[src/hw/mist_pkg.sv]
package mist_pkg;

	// Command bytes sent by the I/O controller.
	localparam logic [7:0] CMD_STATUS = 8'h1E;
	localparam logic [7:0] CMD_KEY = 8'h05;

	// One command byte and four payload bytes per frame, MSB first.
	localparam logic [2:0] FRAME_BYTES = 3'd5;

	// Core reset is held this many cycles after the last cause is gone.
	localparam logic [7:0] RESET_HOLD = 8'd255;

	localparam int COLOUR_BITS = 6;
	localparam int NUM_CHANNELS = 3; // Red, green, blue.

	localparam logic [COLOUR_BITS-1:0] LIT_FULL = 6'd63;
	localparam logic [COLOUR_BITS-1:0] LIT_DIM = 6'd31;

	// Core video to VGA pins, in clk_sys cycles.
	localparam int VIDEO_LATENCY = 3;

	localparam int DAC_BITS = 8;

	// Status view of the payload.
	typedef struct packed {
		logic [26:0] reserved_hi;
		logic [1:0] scanlines; // Any non-zero mode turns dimming on.
		logic turbo;
		logic reserved_lo;
		logic reset_req;
	} status_word_t;

	// Key view of the payload, laid out like a PS/2 key event.
	typedef struct packed {
		logic [20:0] unused;
		logic reserved; // Always sent as zero.
		logic pressed;
		logic extended;
		logic [7:0] scan_code;
	} key_event_t;

	// The command byte picks which view applies.
	typedef union packed {
		status_word_t status;
		key_event_t key;
	} config_payload_t;

endpackage
[src/hw/mist_board_top.sv]
`timescale 1ns/10ps

module mist_board_top (
	input logic clk_sys,
	input logic rst,
	input logic button_reset,
	input logic spi_sck,
	input logic spi_di,
	input logic spi_ss,
	input logic key_ack,
	input logic core_r,
	input logic core_g,
	input logic core_b,
	input logic core_hs,
	input logic core_vs,
	input logic [mist_pkg::DAC_BITS-1:0] core_audio,
	output logic core_reset,
	output logic turbo,
	output logic key_req,
	output logic [10:0] key_code,
	output logic [mist_pkg::COLOUR_BITS-1:0] vga_r,
	output logic [mist_pkg::COLOUR_BITS-1:0] vga_g,
	output logic [mist_pkg::COLOUR_BITS-1:0] vga_b,
	output logic vga_hs,
	output logic vga_vs,
	output logic audio_l,
	output logic audio_r
);

	logic scanlines_on;
	logic status_reset;
	logic [mist_pkg::NUM_CHANNELS-1:0] pix;
	logic hs_d;
	logic vs_d;
	logic dim;
	logic [mist_pkg::COLOUR_BITS-1:0] level [mist_pkg::NUM_CHANNELS];

	spi_config_rx u_spi_config_rx (
		.clk_sys(clk_sys),
		.rst(rst),
		.spi_sck(spi_sck),
		.spi_di(spi_di),
		.spi_ss(spi_ss),
		.key_ack(key_ack),
		.key_req(key_req),
		.key_code(key_code),
		.turbo(turbo),
		.scanlines_on(scanlines_on),
		.status_reset(status_reset)
	);

	reset_sequencer u_reset_sequencer (
		.clk_sys(clk_sys),
		.rst(rst),
		.button_reset(button_reset),
		.status_reset(status_reset),
		.core_reset(core_reset)
	);

	video_line_timer u_video_line_timer (
		.clk_sys(clk_sys),
		.rst(rst),
		.core_r(core_r),
		.core_g(core_g),
		.core_b(core_b),
		.core_hs(core_hs),
		.core_vs(core_vs),
		.scanlines_on(scanlines_on),
		.pix(pix),
		.hs_d(hs_d),
		.vs_d(vs_d),
		.dim(dim)
	);

	// Channel 0 is red, 1 green, 2 blue.
	for (genvar i = 0; i < mist_pkg::NUM_CHANNELS; i++) begin : g_channel
		colour_channel u_colour_channel (
			.clk_sys(clk_sys),
			.rst(rst),
			.pix_bit(pix[i]),
			.dim(dim),
			.level(level[i])
		);
	end

	vga_output_stage u_vga_output_stage (
		.clk_sys(clk_sys),
		.rst(rst),
		.hs_d(hs_d),
		.vs_d(vs_d),
		.level_r(level[0]),
		.level_g(level[1]),
		.level_b(level[2]),
		.vga_r(vga_r),
		.vga_g(vga_g),
		.vga_b(vga_b),
		.vga_hs(vga_hs),
		.vga_vs(vga_vs)
	);

	sigma_delta_dac u_sigma_delta_dac (
		.clk_sys(clk_sys),
		.rst(rst),
		.sample(core_audio),
		.dac_out(audio_l)
	);

	assign audio_r = audio_l; // The core is mono, so both pins carry the same stream.

endmodule

[src/hw/sigma_delta_dac.sv]
`timescale 1ns/10ps

module sigma_delta_dac (
	input logic clk_sys,
	input logic rst,
	input logic [mist_pkg::DAC_BITS-1:0] sample,
	output logic dac_out
);

	logic [mist_pkg::DAC_BITS:0] acc;
	logic [mist_pkg::DAC_BITS:0] acc_next;

	// The low bits carry the error, the top bit is the overflow.
	assign acc_next = {1'b0, acc[mist_pkg::DAC_BITS-1:0]} + {1'b0, sample};

	always_ff @(posedge clk_sys) begin
		if (rst)
			acc <= '0;
		else
			acc <= acc_next;
	end

	// After 256 steps the error returns to where it started, so the carries
	// add up to the sample value exactly.
	assign dac_out = acc[mist_pkg::DAC_BITS];

endmodule

[src/hw/vga_output_stage.sv]
`timescale 1ns/10ps

module vga_output_stage (
	input logic clk_sys,
	input logic rst,
	input logic hs_d,
	input logic vs_d,
	input logic [mist_pkg::COLOUR_BITS-1:0] level_r,
	input logic [mist_pkg::COLOUR_BITS-1:0] level_g,
	input logic [mist_pkg::COLOUR_BITS-1:0] level_b,
	output logic [mist_pkg::COLOUR_BITS-1:0] vga_r,
	output logic [mist_pkg::COLOUR_BITS-1:0] vga_g,
	output logic [mist_pkg::COLOUR_BITS-1:0] vga_b,
	output logic vga_hs,
	output logic vga_vs
);

	logic hs_q;
	logic vs_q;
	logic visible;

	// Syncs here line up with the channel levels.
	assign visible = hs_q & vs_q;

	always_ff @(posedge clk_sys) begin
		if (rst) begin
			hs_q <= 1'b1;
			vs_q <= 1'b1;
			vga_hs <= 1'b1;
			vga_vs <= 1'b1;
			vga_r <= '0;
			vga_g <= '0;
			vga_b <= '0;
		end else begin
			hs_q <= hs_d;
			vs_q <= vs_d;
			vga_hs <= hs_q;
			vga_vs <= vs_q;
			vga_r <= visible ? level_r : '0; // Blank during either sync.
			vga_g <= visible ? level_g : '0;
			vga_b <= visible ? level_b : '0;
		end
	end

endmodule

[src/hw/colour_channel.sv]
`timescale 1ns/10ps

module colour_channel (
	input logic clk_sys,
	input logic rst,
	input logic pix_bit,
	input logic dim,
	output logic [mist_pkg::COLOUR_BITS-1:0] level
);

	logic [mist_pkg::COLOUR_BITS-1:0] lit_level;

	// A dimmed line shows lit pixels at roughly half brightness.
	assign lit_level = dim ? mist_pkg::LIT_DIM : mist_pkg::LIT_FULL;

	always_ff @(posedge clk_sys) begin
		if (rst)
			level <= '0;
		else if (pix_bit)
			level <= lit_level;
		else
			level <= '0; // Unlit pixels are black whatever the line.
	end

endmodule

[src/hw/video_line_timer.sv]
`timescale 1ns/10ps

module video_line_timer (
	input logic clk_sys,
	input logic rst,
	input logic core_r,
	input logic core_g,
	input logic core_b,
	input logic core_hs,
	input logic core_vs,
	input logic scanlines_on,
	output logic [mist_pkg::NUM_CHANNELS-1:0] pix,
	output logic hs_d,
	output logic vs_d,
	output logic dim
);

	logic line_odd;
	logic hs_fall;

	// Syncs are active low, so a line starts where hsync falls.
	assign hs_fall = hs_d & ~core_hs;

	always_ff @(posedge clk_sys) begin
		if (rst) begin
			pix <= '0;
			hs_d <= 1'b1;
			vs_d <= 1'b1;
		end else begin
			pix <= {core_b, core_g, core_r}; // Bit 0 red, bit 1 green, bit 2 blue.
			hs_d <= core_hs;
			vs_d <= core_vs;
		end
	end

	// Line parity restarts at zero during vertical sync.
	always_ff @(posedge clk_sys) begin
		if (rst)
			line_odd <= 1'b0;
		else if (!core_vs)
			line_odd <= 1'b0;
		else if (hs_fall)
			line_odd <= ~line_odd;
	end

	// Parity moves on the same edge as the pixel that starts the line.
	assign dim = line_odd & scanlines_on;

endmodule

[src/hw/reset_sequencer.sv]
`timescale 1ns/10ps

module reset_sequencer (
	input logic clk_sys,
	input logic rst,
	input logic button_reset,
	input logic status_reset,
	output logic core_reset
);

	logic [7:0] hold_cnt;
	logic any_cause;

	assign any_cause = rst | button_reset | status_reset;

	// Counts up from the moment the last cause drops.
	always_ff @(posedge clk_sys) begin
		if (any_cause)
			hold_cnt <= 8'd0;
		else if (hold_cnt != mist_pkg::RESET_HOLD)
			hold_cnt <= hold_cnt + 8'd1;
	end

	// Released once the counter has saturated.
	assign core_reset = (hold_cnt != mist_pkg::RESET_HOLD);

endmodule

[src/hw/spi_config_rx.sv]
`timescale 1ns/10ps

module spi_config_rx (
	input logic clk_sys,
	input logic rst,
	input logic spi_sck,
	input logic spi_di,
	input logic spi_ss,
	input logic key_ack,
	output logic key_req,
	output logic [10:0] key_code,
	output logic turbo,
	output logic scanlines_on,
	output logic status_reset
);

	logic sck_meta, sck_s, sck_prev;
	logic di_meta, di_s;
	logic ss_meta, ss_s, ss_prev;
	logic sck_rise;
	logic ss_rise;
	logic [2:0] bit_cnt;
	logic [2:0] byte_cnt;
	logic [6:0] shift_q;
	logic [7:0] new_byte;
	logic [7:0] cmd_q;
	mist_pkg::config_payload_t payload_q;
	mist_pkg::status_word_t status_q;
	logic frame_ok;
	logic ack_wait;
	logic key_busy;

	// Two flops per pin, plus one more on sck and ss for edge detection.
	always_ff @(posedge clk_sys) begin
		if (rst) begin
			sck_meta <= 1'b0;
			sck_s <= 1'b0;
			sck_prev <= 1'b0;
			ss_meta <= 1'b1;
			ss_s <= 1'b1;
			ss_prev <= 1'b1;
			di_meta <= 1'b0;
			di_s <= 1'b0;
		end else begin
			sck_meta <= spi_sck;
			sck_s <= sck_meta;
			sck_prev <= sck_s;
			ss_meta <= spi_ss;
			ss_s <= ss_meta;
			ss_prev <= ss_s;
			di_meta <= spi_di;
			di_s <= di_meta;
		end
	end

	assign sck_rise = sck_s & ~sck_prev;
	assign ss_rise = ss_s & ~ss_prev; // End of frame.
	assign new_byte = {shift_q, di_s};

	// Bit and byte counters run only while the slave is selected.
	always_ff @(posedge clk_sys) begin
		if (rst || ss_s) begin
			bit_cnt <= 3'd0;
			byte_cnt <= 3'd0;
		end else if (sck_rise) begin
			bit_cnt <= bit_cnt + 3'd1;
			if (bit_cnt == 3'd7 && byte_cnt != 3'd7)
				byte_cnt <= byte_cnt + 3'd1; // Saturates so long frames stay invalid.
		end
	end

	// First byte is the command, the rest shift into the payload.
	always_ff @(posedge clk_sys) begin
		if (!ss_s && sck_rise) begin
			shift_q <= new_byte[6:0];
			if (bit_cnt == 3'd7) begin
				if (byte_cnt == 3'd0)
					cmd_q <= new_byte;
				else
					payload_q <= {payload_q[23:0], new_byte};
			end
		end
	end

	// A frame counts only with exactly five whole bytes.
	assign frame_ok = ss_rise && (byte_cnt == mist_pkg::FRAME_BYTES)
		&& (bit_cnt == 3'd0);
	assign key_busy = key_req | ack_wait;

	always_ff @(posedge clk_sys) begin
		if (rst)
			status_q <= '0;
		else if (frame_ok && cmd_q == mist_pkg::CMD_STATUS)
			status_q <= payload_q.status;
	end

	// Four-phase handshake towards the core.
	always_ff @(posedge clk_sys) begin
		if (rst) begin
			key_req <= 1'b0;
			ack_wait <= 1'b0;
		end else begin
			if (key_req && key_ack) begin
				key_req <= 1'b0;
				ack_wait <= 1'b1; // Idle only after the core drops ack.
			end else if (ack_wait && !key_ack) begin
				ack_wait <= 1'b0;
			end else if (frame_ok && cmd_q == mist_pkg::CMD_KEY && !key_busy) begin
				key_req <= 1'b1;
			end
		end
	end

	// The code is loaded together with the request and then held.
	always_ff @(posedge clk_sys) begin
		if (frame_ok && cmd_q == mist_pkg::CMD_KEY && !key_busy)
			key_code <= {payload_q.key.reserved, payload_q.key.pressed,
				payload_q.key.extended, payload_q.key.scan_code};
	end

	assign turbo = status_q.turbo;
	assign scanlines_on = |status_q.scanlines;
	assign status_reset = status_q.reset_req;

endmodule

[config.mk]
export PLATFORM = sky130hd
export DESIGN_NAME = mist_board_top
export DESIGN_NICKNAME = d
export VERILOG_FILES = /design/src/hw/mist_pkg.sv /design/src/hw/mist_board_top.sv /design/src/hw/sigma_delta_dac.sv /design/src/hw/vga_output_stage.sv /design/src/hw/colour_channel.sv /design/src/hw/video_line_timer.sv /design/src/hw/reset_sequencer.sv /design/src/hw/spi_config_rx.sv
export SDC_FILE = /design/constraint.sdc
export NUM_CORES = 1
export LEC_CHECK = 0
export BUFFER_PORTS_ARGS = -buffer_cell sky130_fd_sc_hd__buf_4
export CORE_ASPECT_RATIO = 1.5
export CORE_UTILIZATION = 59
export CTS_CLUSTER_DIAMETER = 150
export DETAILED_ROUTE_END_ITERATION = 8
export HOLD_SLACK_MARGIN = 0.05
export PLACE_DENSITY = 0.82
export RECOVER_POWER = 25
export SYNTH_ARGS = -nofsm -noshare
export SYNTH_HDL_FRONTEND = slang
export SYNTH_SLANG_ARGS = --single-unit
[constraint.sdc]
create_clock -name clk_sys -period 5.5 [get_ports clk_sys]
set_input_delay 0.825 -clock clk_sys [delete_from_list [all_inputs] [get_ports clk_sys]]
set_output_delay 0.825 -clock clk_sys [all_outputs]
set_load 0.01 [all_outputs]
After elaboration in Yosys (flattened, before gate mapping)
Index checks and enable logic that the tools add are counted.
{"block": "op_classes", "bitwise": 19, "n_addsub": 4, "n_eq_ne": 6, "reduce_logical": 27, "n_mux": 3}
{"operator": "2-bit OR reduction", "n": 7}
{"operator": "1-bit NOT", "n": 11}
{"operator": "8-bit by 8-bit adder with 9-bit output", "n": 1}
{"operator": "1-bit logical AND", "n": 9}
{"operator": "8-bit by 1-bit adder with 8-bit output (second input constant)", "n": 1}
{"operator": "8-bit by 3-bit == test with 1-bit output (second input constant)", "n": 1}
{"operator": "8-bit by 5-bit == test with 1-bit output (second input constant)", "n": 1}
{"operator": "8-bit inequality test (second input constant)", "n": 1}
{"operator": "3-bit by 1-bit adder with 3-bit output (second input constant)", "n": 2}
{"operator": "3-bit == test (second input constant)", "n": 2}
{"operator": "3-bit zero test", "n": 2}
{"operator": "6-bit 2-to-1 mux", "n": 1}
{"operator": "3-bit AND reduction", "n": 2}
{"operator": "1-bit bitwise AND", "n": 5}
{"operator": "2-bit AND reduction", "n": 2}
{"operator": "1-bit zero test", "n": 3}
{"operator": "3-bit inequality test (second input constant)", "n": 1}
{"operator": "1-bit OR", "n": 3}
{"operator": "1-bit 2-to-1 mux", "n": 2}
{"operator": "2-bit nonzero test", "n": 1}
{"operator": "1-bit logical OR", "n": 1}
{"block": "word_totals", "wordCells": 94, "out_inout_bits": 36, "inputBits": 20, "regBits": 120}

Depth between registers and ports, before layout
Gate-level depths: netlist of run 1.
{"block": "logic_depth", "word_depth": 7, "depth_mapped": 6, "mapped_depth_nobuf": 6}

By module
A second synthesis of run 1 with hierarchy kept.
{"block": "hier_totals", "hier_cells": 313, "area_unflattened_um2": 4095.2}
{"module": "spi_config_rx", "instances": 1, "area_each_um2": 2020.7, "cells_each": 124}
{"module": "vga_output_stage", "instances": 1, "area_each_um2": 685.7, "cells_each": 48}
{"module": "sigma_delta_dac", "instances": 1, "area_each_um2": 514.2, "cells_each": 54}
{"module": "reset_sequencer", "instances": 1, "area_each_um2": 412.9, "cells_each": 47}
{"module": "colour_channel", "instances": 3, "area_each_um2": 88.8, "cells_each": 8}
{"module": "video_line_timer", "instances": 1, "area_each_um2": 187.7, "cells_each": 15}
{"module": "mist_board_top", "instances": 1, "area_each_um2": 7.5, "cells_each": 1}

Least setup slack after synthesis of run 1
No wires, ideal clock.
{"block": "synth_timing", "kind": "flip-flop to flip-flop", "from": "register u_spi_config_rx.byte_cnt[0]", "to": "register u_spi_config_rx.key_code[0], enable pin", "path_stages_with_launch": 4, "period_less_slack_ns": 2.347, "setup_slack_ns": 3.153, "t_arrival_ns": 1.935, "path_cell_list": "dfxtp_1 ha_1 nand4b_1 nor4_1"}
{"block": "synth_via", "elab_chain_len": 5}
{"element": "start: declaration", "line_no": "spi_config_rx.sv:23", "rtl": "logic [2:0] byte_cnt;"}
{"element": "start signal: assignment", "line_no": "spi_config_rx.sv:68", "rtl": "byte_cnt <= byte_cnt + 3'd1;"}
{"element": "3-bit == test", "line_no": "spi_config_rx.sv:86", "rtl": "assign frame_ok = ss_rise && (byte_cnt == mist_pkg::FRAME_BYTES)"}
{"element": "1-bit logical AND", "line_no": "spi_config_rx.sv:86"}
{"element": "1-bit logical AND", "line_no": "spi_config_rx.sv:87", "rtl": "&& (bit_cnt == 3'd0);"}
{"element": "1-bit logical AND (2 in series)", "line_no": "spi_config_rx.sv:116", "rtl": "if (frame_ok && cmd_q == mist_pkg::CMD_KEY && !key_busy)"}
{"element": "end signal: assignment", "line_no": "spi_config_rx.sv:117", "rtl": "key_code <= {payload_q.key.reserved, payload_q.key.pressed,"}
{"element": "end: declaration", "line_no": "spi_config_rx.sv:11", "rtl": "output logic [10:0] key_code,"}
No other way between the ends.
A chain may end at the register's enable or synchronous reset.

==> impl_metrics.json, run 1 <==
{
  "total_number_of_vias": 2127,
  "power.static_leakage_nw": 1.747,
  "post_synth_num_cell_types": 46,
  "critical_path_buf_inv_count": 2,
  "cts_resized": 0,
  "final_area_um2": 4195,
  "synth.area.top_cells": "dfxtp_1 33%, edfxtp_1 31%, ha_1 5.6%",
  "hold_buffers": 0,
  "worst_path_largest_cell_delay_ns": 0.96,
  "grt_pass1_vias": 1983,
  "finalCoreUtilization_pct": 71.98,
  "postSynthRegisterBits": 96,
  "crit_path_end_kind": "flop",
  "initial_core_utilization_pct": 61.68,
  "dpl-instance-area_um2": 3988,
  "worst_slew_pin_slew_ns": 1.358,
  "top_level_ports": 56,
  "syn_nets": 318,
  "detail_route.drc_violations": 0,
  "dpl_hpwl_um": 3915,
  "tritoncts": "done",
  "netSwitchingFraction_pct": 22.67,
  "cp.arrival_ns": 3.02,
  "yosys-top-cells-count": "59 x dfxtp_1, 37 x edfxtp_1, 23 x nor2_1",
  "hold_viol_final": 0,
  "fmaxAchievable_ghz": 0.3592,
  "critical_path_class": "in2reg",
  "clockPowerShare_pct": 34.1,
  "worst_hold_depth": 0,
  "routabilityCongestion": 0.7918,
  "finalSetupTns_ns": 0,
  "finalCriticalPeriod_ns": 2.784,
  "numCtsBuffers": 9,
  "most_numerous_cell_in_the_yosys_netlist": "dfxtp_1",
  "placementRows": 34,
  "drt_first_iter_violations": 58,
  "internal_power_mw": 1.104,
  "status": "completed",
  "syn_inst": 281,
  "drt_pass1_iterations": 4,
  "pwrdens_nw_per_um2": 340.3,
  "regToRegSetupSlack_ns": 3.03,
  "netlist_area_um2": 3595,
  "timing.hold.worst.class": "reg2reg",
  "setup_viol_count_final": 0,
  "antennaDiodeCount": 0,
  "hold_start": "u_spi_config_rx.payload_q[7]$_DFFE_PP_",
  "postCtsSetupBuffers": 0,
  "worst_slew_margin_rel_pct": 9.480,
  "combinational_cell_fraction_of_total_power_pct": 11.7,
  "critPathLaunch": "rst",
  "timing_max_transition_violations_final": 0,
  "seq_area_frac_synth_pct": 63.77,
  "core_um2": 5828,
  "grt_util_all_layers_pct": 19.06,
  "synth_enable_flop_cells": 37,
  "place_worst_setup_slack_ns": 2.969,
  "die_x_um": 65.73,
  "cp-start-kind": "input pin",
  "wirelength_um": 5561,
  "grt_setup_unrepaired": "false",
  "fp.dieArea_um2": 6415,
  "crit-reg2reg-capture": "u_spi_config_rx.cmd_q[1]$_DFFE_PP_",
  "ys_async_sr_fraction_pct": 0,
  "fin_hold_ws_ns": 0.4161,
  "final_worst_path_period_share_pct": 50.62,
  "reg2regPathDepth": 4,
  "root_buffer": "clkbuf_8",
  "area.growth.synth_to_final_pct": 16.71,
  "holdPathEnd": "u_spi_config_rx.key_code[7]$_DFFE_PP_",
  "antenna_found_initial": 0,
  "clock_sink_count": 96,
  "synth.avg_cell_area_um2": 12.79,
  "cts_max_level": 3,
  "cp_data_required_time_ns": 5.73,
  "primary_ff_master_synth": "dfxtp_1",
  "layout_setup_ws_ns": 2.716,
  "timing.critical_path.slowest_stage_cell": "clkbuf_1",
  "critical_path.top_delay_family": "buffers and inverters",
  "worst_vdd_ir_uv": 284.3,
  "clkSlewWorstSetupHoldPaths_ns": 0.09,
  "grt_first_pass_wirelength_um": 8894,
  "grt_start_max_net_pins": 36,
  "via_per_inst": 5.252,
  "p_sw_mw": 0.3237,
  "power_frac_seq_pct": 54.2,
  "drive_gt1_share_pct": 25.53,
  "fraction_of_post_synthesis_cell_area_in_the_top_cell_type_by_area_pct": 32.86,
  "io_buffers": 55,
  "overflow": 0,
  "worst_reg2reg_path_startpoint": "u_spi_config_rx.sck_prev$_SDFF_PP0_",
  "netlist.top_cell.by_area": "dfxtp_1",
  "dieHeight_um": 97.60,
  "synth_warnings": 0,
  "cap_violations": 0,
  "cts_buffer_depth": 2,
  "nNetsFinal": 365,
  "path_max_fanout": 35,
  "crit_path_cell_chain": "clkbuf_1, inv_1, and4b_1, or4_4",
  "detail_route_antenna_nets": 0,
  "clock_insertion_delay_worst_skew_ns": 0.36,
  "post_drt_wl_per_cell_um": 13.73,
  "final.setup_skew_ns": 0.008280
}
==> logic make-up after synthesis <==
family / count (synthesis) / share of synthesized area [%]
flip-flops: 96 / 63.77
adder cells (fa/ha/maj): 17 / 6.126
multiplexers: 9 / 2.506
AO/OA/AOI/OAI: 25 / 5.221
AND/OR/NAND/NOR: 98 / 16.29
XOR/XNOR: 7 / 1.706
buffers and inverters: 29 / 4.386
==> sequential cells by signal, summed over array words and instances (netlist names), 2 cells and up <==
name,cells
u_vga_output_stage.vga_g,2
u_vga_output_stage.vga_b,2
u_spi_config_rx.key_code,11
u_sigma_delta_dac.acc,9
u_spi_config_rx.shift_q,7
g_channel.u_colour_channel.level,6
u_spi_config_rx.payload_q,11
u_vga_output_stage.vga_r,2
u_spi_config_rx.status_q,2
u_video_line_timer.pix,3
u_spi_config_rx.byte_cnt,3
u_spi_config_rx.cmd_q,8
u_reset_sequencer.hold_cnt,8
u_spi_config_rx.bit_cnt,3
==> cell type report <==
type,count,area [µm²]
clock buffers,11,131.4
fillers,393,1633
multi-input cells,156,1151
well taps,72,90.09
clock inverters,5,80.08
inverters,9,33.78
repair buffers,56,416.7
flip-flops and latches,96,2292
==> power groups by stage <==
stage	combinational (mW)	clock, mW	sequential, mW
floorplan	0.124	0	0.789
global placement	0.160	0	0.790
detailed placement	0.164	0	0.791
CTS	0.167	0.493	0.775
global route	0.184	0.523	0.777
finish	0.167	0.486	0.774
==> layout by cell type (no fill, tap or decap), types with 5 or more instances in the layout <==
| cell type | netlist | layout |
|---|---|---|
| nand2_1 | 6 | 6 |
| dfxtp_1 | 59 | 59 |
| nor2_1 | 23 | 23 |
| mux2i_1 | 9 | 9 |
| and3_1 | 7 | 7 |
| or2_2 | 9 | 9 |
| clkbuf_8 | 0 | 9 |
| buf_4 | 13 | 55 |
| nor2b_1 | 18 | 18 |
| inv_1 | 9 | 9 |
| edfxtp_1 | 37 | 37 |
| xnor2_1 | 5 | 5 |
| and2_1 | 7 | 7 |
| ha_1 | 16 | 16 |
==> worst reg2reg max path, delay by kind of cell, from the launching register on <==
family,cells,cell delay (ns)
simple gates,4,1.81
flops,1,0.30
==> how the worst max path moves through the flow <==
stage                                                        to  slack [ns]  cells past startpoint
final                       u_sigma_delta_dac.acc[5]$_SDFF_PP0_        2.72                      4
after floorplan           u_spi_config_rx.key_code[0]$_DFFE_PP_        3.15                      3
after detailed placement    u_sigma_delta_dac.acc[8]$_SDFF_PP0_        2.97                      7
after CTS                                            core_reset        2.97                      5
after global placement      u_sigma_delta_dac.acc[8]$_SDFF_PP0_        3.03                      7
after global routing        u_sigma_delta_dac.acc[5]$_SDFF_PP0_        2.55                      4
==> routing by layer <==
metal  vias to the layer above  global-route usage [%]  wire length, µm
met5                         -                       0                0
met4                         0                   10.87              133
met3                        12                   6.103              259
met2                        65                   32.34             2971
met1                       994                   19.98             2197
li1                       1056                       -                -
==> metrics by stage <==
step,cells,power (mW)
2_1_floorplan,281,0.9126
3_3_place_gp,389,0.9494
3_5_place_dp,389,0.9555
4_1_cts,405,1.435
5_1_grt,405,1.484
6_report,405,1.428
Note: power is estimated with default switching activity, not from simulation.
==> inputs of run 2 (changes only) <==
--- a/config.mk
+++ b/config.mk
@@ -7,11 +7,11 @@
 export LEC_CHECK = 0
 export BUFFER_PORTS_ARGS = -buffer_cell sky130_fd_sc_hd__buf_4
 export CORE_ASPECT_RATIO = 1.5
-export CORE_UTILIZATION = 59
+export CORE_UTILIZATION = 50
 export CTS_CLUSTER_DIAMETER = 150
 export DETAILED_ROUTE_END_ITERATION = 8
 export HOLD_SLACK_MARGIN = 0.05
-export PLACE_DENSITY = 0.82
+export PLACE_DENSITY = 0.74
 export RECOVER_POWER = 25
 export SYNTH_ARGS = -nofsm -noshare
 export SYNTH_HDL_FRONTEND = slang
==> constraint.sdc (replaced) <==
create_clock -name clk_sys -period 2.26 [get_ports clk_sys]
set_input_delay 0.339 -clock clk_sys [delete_from_list [all_inputs] [get_ports clk_sys]]
set_output_delay 0.339 -clock clk_sys [all_outputs]
set_load 0.01 [all_outputs]
==> run 2 against run 1 <==
The run now ends with DRC left. Register-to-register slack got worse by 2.6 ns. Sequential share of layout area fell by 0.32 points. Global-route usage fell by 2.8 points. Die area rose by 18%. Clock power rose by 130%. Non-clock buffer count rose by 4. Via count barely moved.
==> impl_metrics.json, run 2 (synthesized netlist as in run 1, its figures left out) <==
{
  "root_buffer": "clkbuf_8",
  "clockPowerShare_pct": 32.4,
  "top_usage_layer": "met2",
  "path_max_fanout": 4,
  "placementRows": 37,
  "overflow": 0,
  "cts_buffer_depth": 2,
  "grt_setup_unrepaired": "false",
  "global_route.usage.met1_pct": 17.68,
  "nNetsFinal": 369,
  "hold_viol_final": 0,
  "core_um2": 6898,
  "crit_path_cell_chain": "ha_1, and3_1, and4_1, inv_1, buf_4",
  "cp-start-kind": "flop",
  "finalCriticalPeriod_ns": 2.032,
  "detail_route.drc_violations": 4,
  "finalSetupTns_ns": 0,
  "timing.hold.worst.class": "in2reg",
  "cap_violations": 0,
  "netSwitchingFraction_pct": 23.04,
  "final.setup_skew_ns": 0.009443,
  "io_buffers": 55,
  "postCtsSetupBuffers": 0,
  "timing.critical_path.slowest_stage_cell": "dfxtp_1",
  "pwrdens_nw_per_um2": 801.0,
  "internal_power_mw": 2.601,
  "dpl_hpwl_um": 3968,
  "initial_core_utilization_pct": 52.11,
  "antennaDiodeCount": 0,
  "layoutNonFillerInstCount": 415,
  "fmaxAchievable_ghz": 0.4922,
  "clock_insertion_delay_worst_skew_ns": 0.35,
  "fin_hold_ws_ns": 0.1661,
  "antenna_found_initial": 0,
  "grt_pass1_vias": 2095,
  "tritoncts": "done",
  "drt_first_iter_violations": 66,
  "final_cell_mix": "59 x dfxtp_1, 58 x buf_4, 37 x edfxtp_1",
  "violations": "DRC",
  "global_route.usage.met3_pct": 5.449,
  "fp.dieArea_um2": 7539,
  "largest_registers": "u_spi_config_rx.key_code: 11 flops, u_spi_config_rx.payload_q: 11 flops, u_sigma_delta_dac.acc: 9 flops",
  "cts_max_level": 3,
  "final_common_cell": "dfxtp_1",
  "clkSlewWorstSetupHoldPaths_ns": 0.08,
  "total_power_mw": 3.380,
  "combinational_cell_fraction_of_total_power_pct": 11.8,
  "worst_vdd_ir_uv": 493.9,
  "routabilityCongestion": 0.8380,
  "crit_path_end_kind": "primary output",
  "drt_pass1_iterations": 6,
  "cp_data_required_time_ns": 1.92,
  "area.growth.synth_to_final_pct": 17.40,
  "cts_resized": 0,
  "numCtsBuffers": 9,
  "clock_sink_count": 96,
  "critical_path_class": "reg2out",
  "status": "finished with violations",
  "drive_gt1_share_pct": 26.71,
  "place_worst_setup_slack_ns": 0.2289,
  "post_drt_wl_per_cell_um": 13.10,
  "timing_max_transition_violations_final": 0,
  "worst_path_largest_cell_delay_ns": 0.37,
  "via_per_inst": 5.120,
  "grt_start_max_net_pins": 22,
  "detail_route_antenna_nets": 0,
  "worst_slew_pin_slew_ns": 0.8544,
  "setup_viol_count_final": 0,
  "critical_path_buf_inv_count": 2,
  "p_sw_mw": 0.7789,
  "cp.arrival_ns": 1.69,
  "globalRouteMet2Util_pct": 27.69,
  "grt_first_pass_wirelength_um": 9321,
  "wirelength_um": 5438,
  "placedCellCount": 399,
  "hold_buffers": 0,
  "die_x_um": 71.23,
  "top_level_ports": 56,
  "total_number_of_vias": 2125,
  "power.static_leakage_nw": 1.767,
  "final_worst_path_period_share_pct": 89.90,
  "layout_setup_ws_ns": 0.2282,
  "worst_slew_margin_rel_pct": 43.04,
  "critical_path.top_delay_family": "simple AND/OR/NAND/NOR gates",
  "dieHeight_um": 105.8,
  "grt_util_all_layers_pct": 16.29,
  "power_frac_seq_pct": 55.7
}
[run 2: cell type report]
class | count | area [µm²]
timing repair buffer | 60 | 442.9
clock inverter | 3 | 20.02
clock buffer | 13 | 182.7
multi-input combinational | 156 | 1151
sequential | 96 | 2292
fill | 557 | 2678
inverter | 9 | 33.78
tap | 78 | 97.59
[run 2: worst reg2reg max path: stages, from the launching register on]
cell and delay, ns:
dfxtp_1 0.31, ha_1 0.21, fa_1 0.41, a21o_2 0.22
a221oi_1 0.36, o21ai_0 0.14, o211a_1 0.12
[run 2: power by group through the flow]
stage / Clock [mW] / Combinational (mW) / Sequential, mW
2_1_floorplan: 0 / 0.301 / 1.92
3_3_place_gp: 0 / 0.392 / 1.92
3_5_place_dp: 0 / 0.400 / 1.92
4_1_cts: 1.13 / 0.404 / 1.88
5_1_grt: 1.20 / 0.446 / 1.89
6_report: 1.10 / 0.400 / 1.88
[run 2: worst paths after layout]
kind	start	slack (ns)	end	cells past startpoint
setup / recovery	u_reset_sequencer.hold_cnt[0]$_SDFFE_PP0P_	0.23	core_reset	5
hold / removal	spi_ss	0.17	u_spi_config_rx.ss_meta$_SDFF_PP1_	2
setup reg to reg	u_sigma_delta_dac.acc[0]$_SDFF_PP0_	0.40	u_sigma_delta_dac.acc[8]$_SDFF_PP0_	6
hold reg to reg	u_spi_config_rx.ss_meta$_SDFF_PP1_	0.41	u_spi_config_rx.ss_s$_SDFF_PP1_	1
[run 2: through the flow]
step	util, %	area, µm²
2_1_floorplan	-	3601
3_3_place_gp	58.35	4025
3_5_place_dp	58.35	4025
4_1_cts	61.29	4228
5_1_grt	61.18	4220
6_report	61.18	4220
[run 2: per-layer routing]
layer / vias up / routed length (µm) / part of all wire (%)
li1: 1059 / - / -
met1: 1001 / 2160 / 40
met2: 53 / 2892 / 53
met3: 12 / 270 / 5.0
met4: 0 / 114 / 2.1
met5: - / 0 / 0
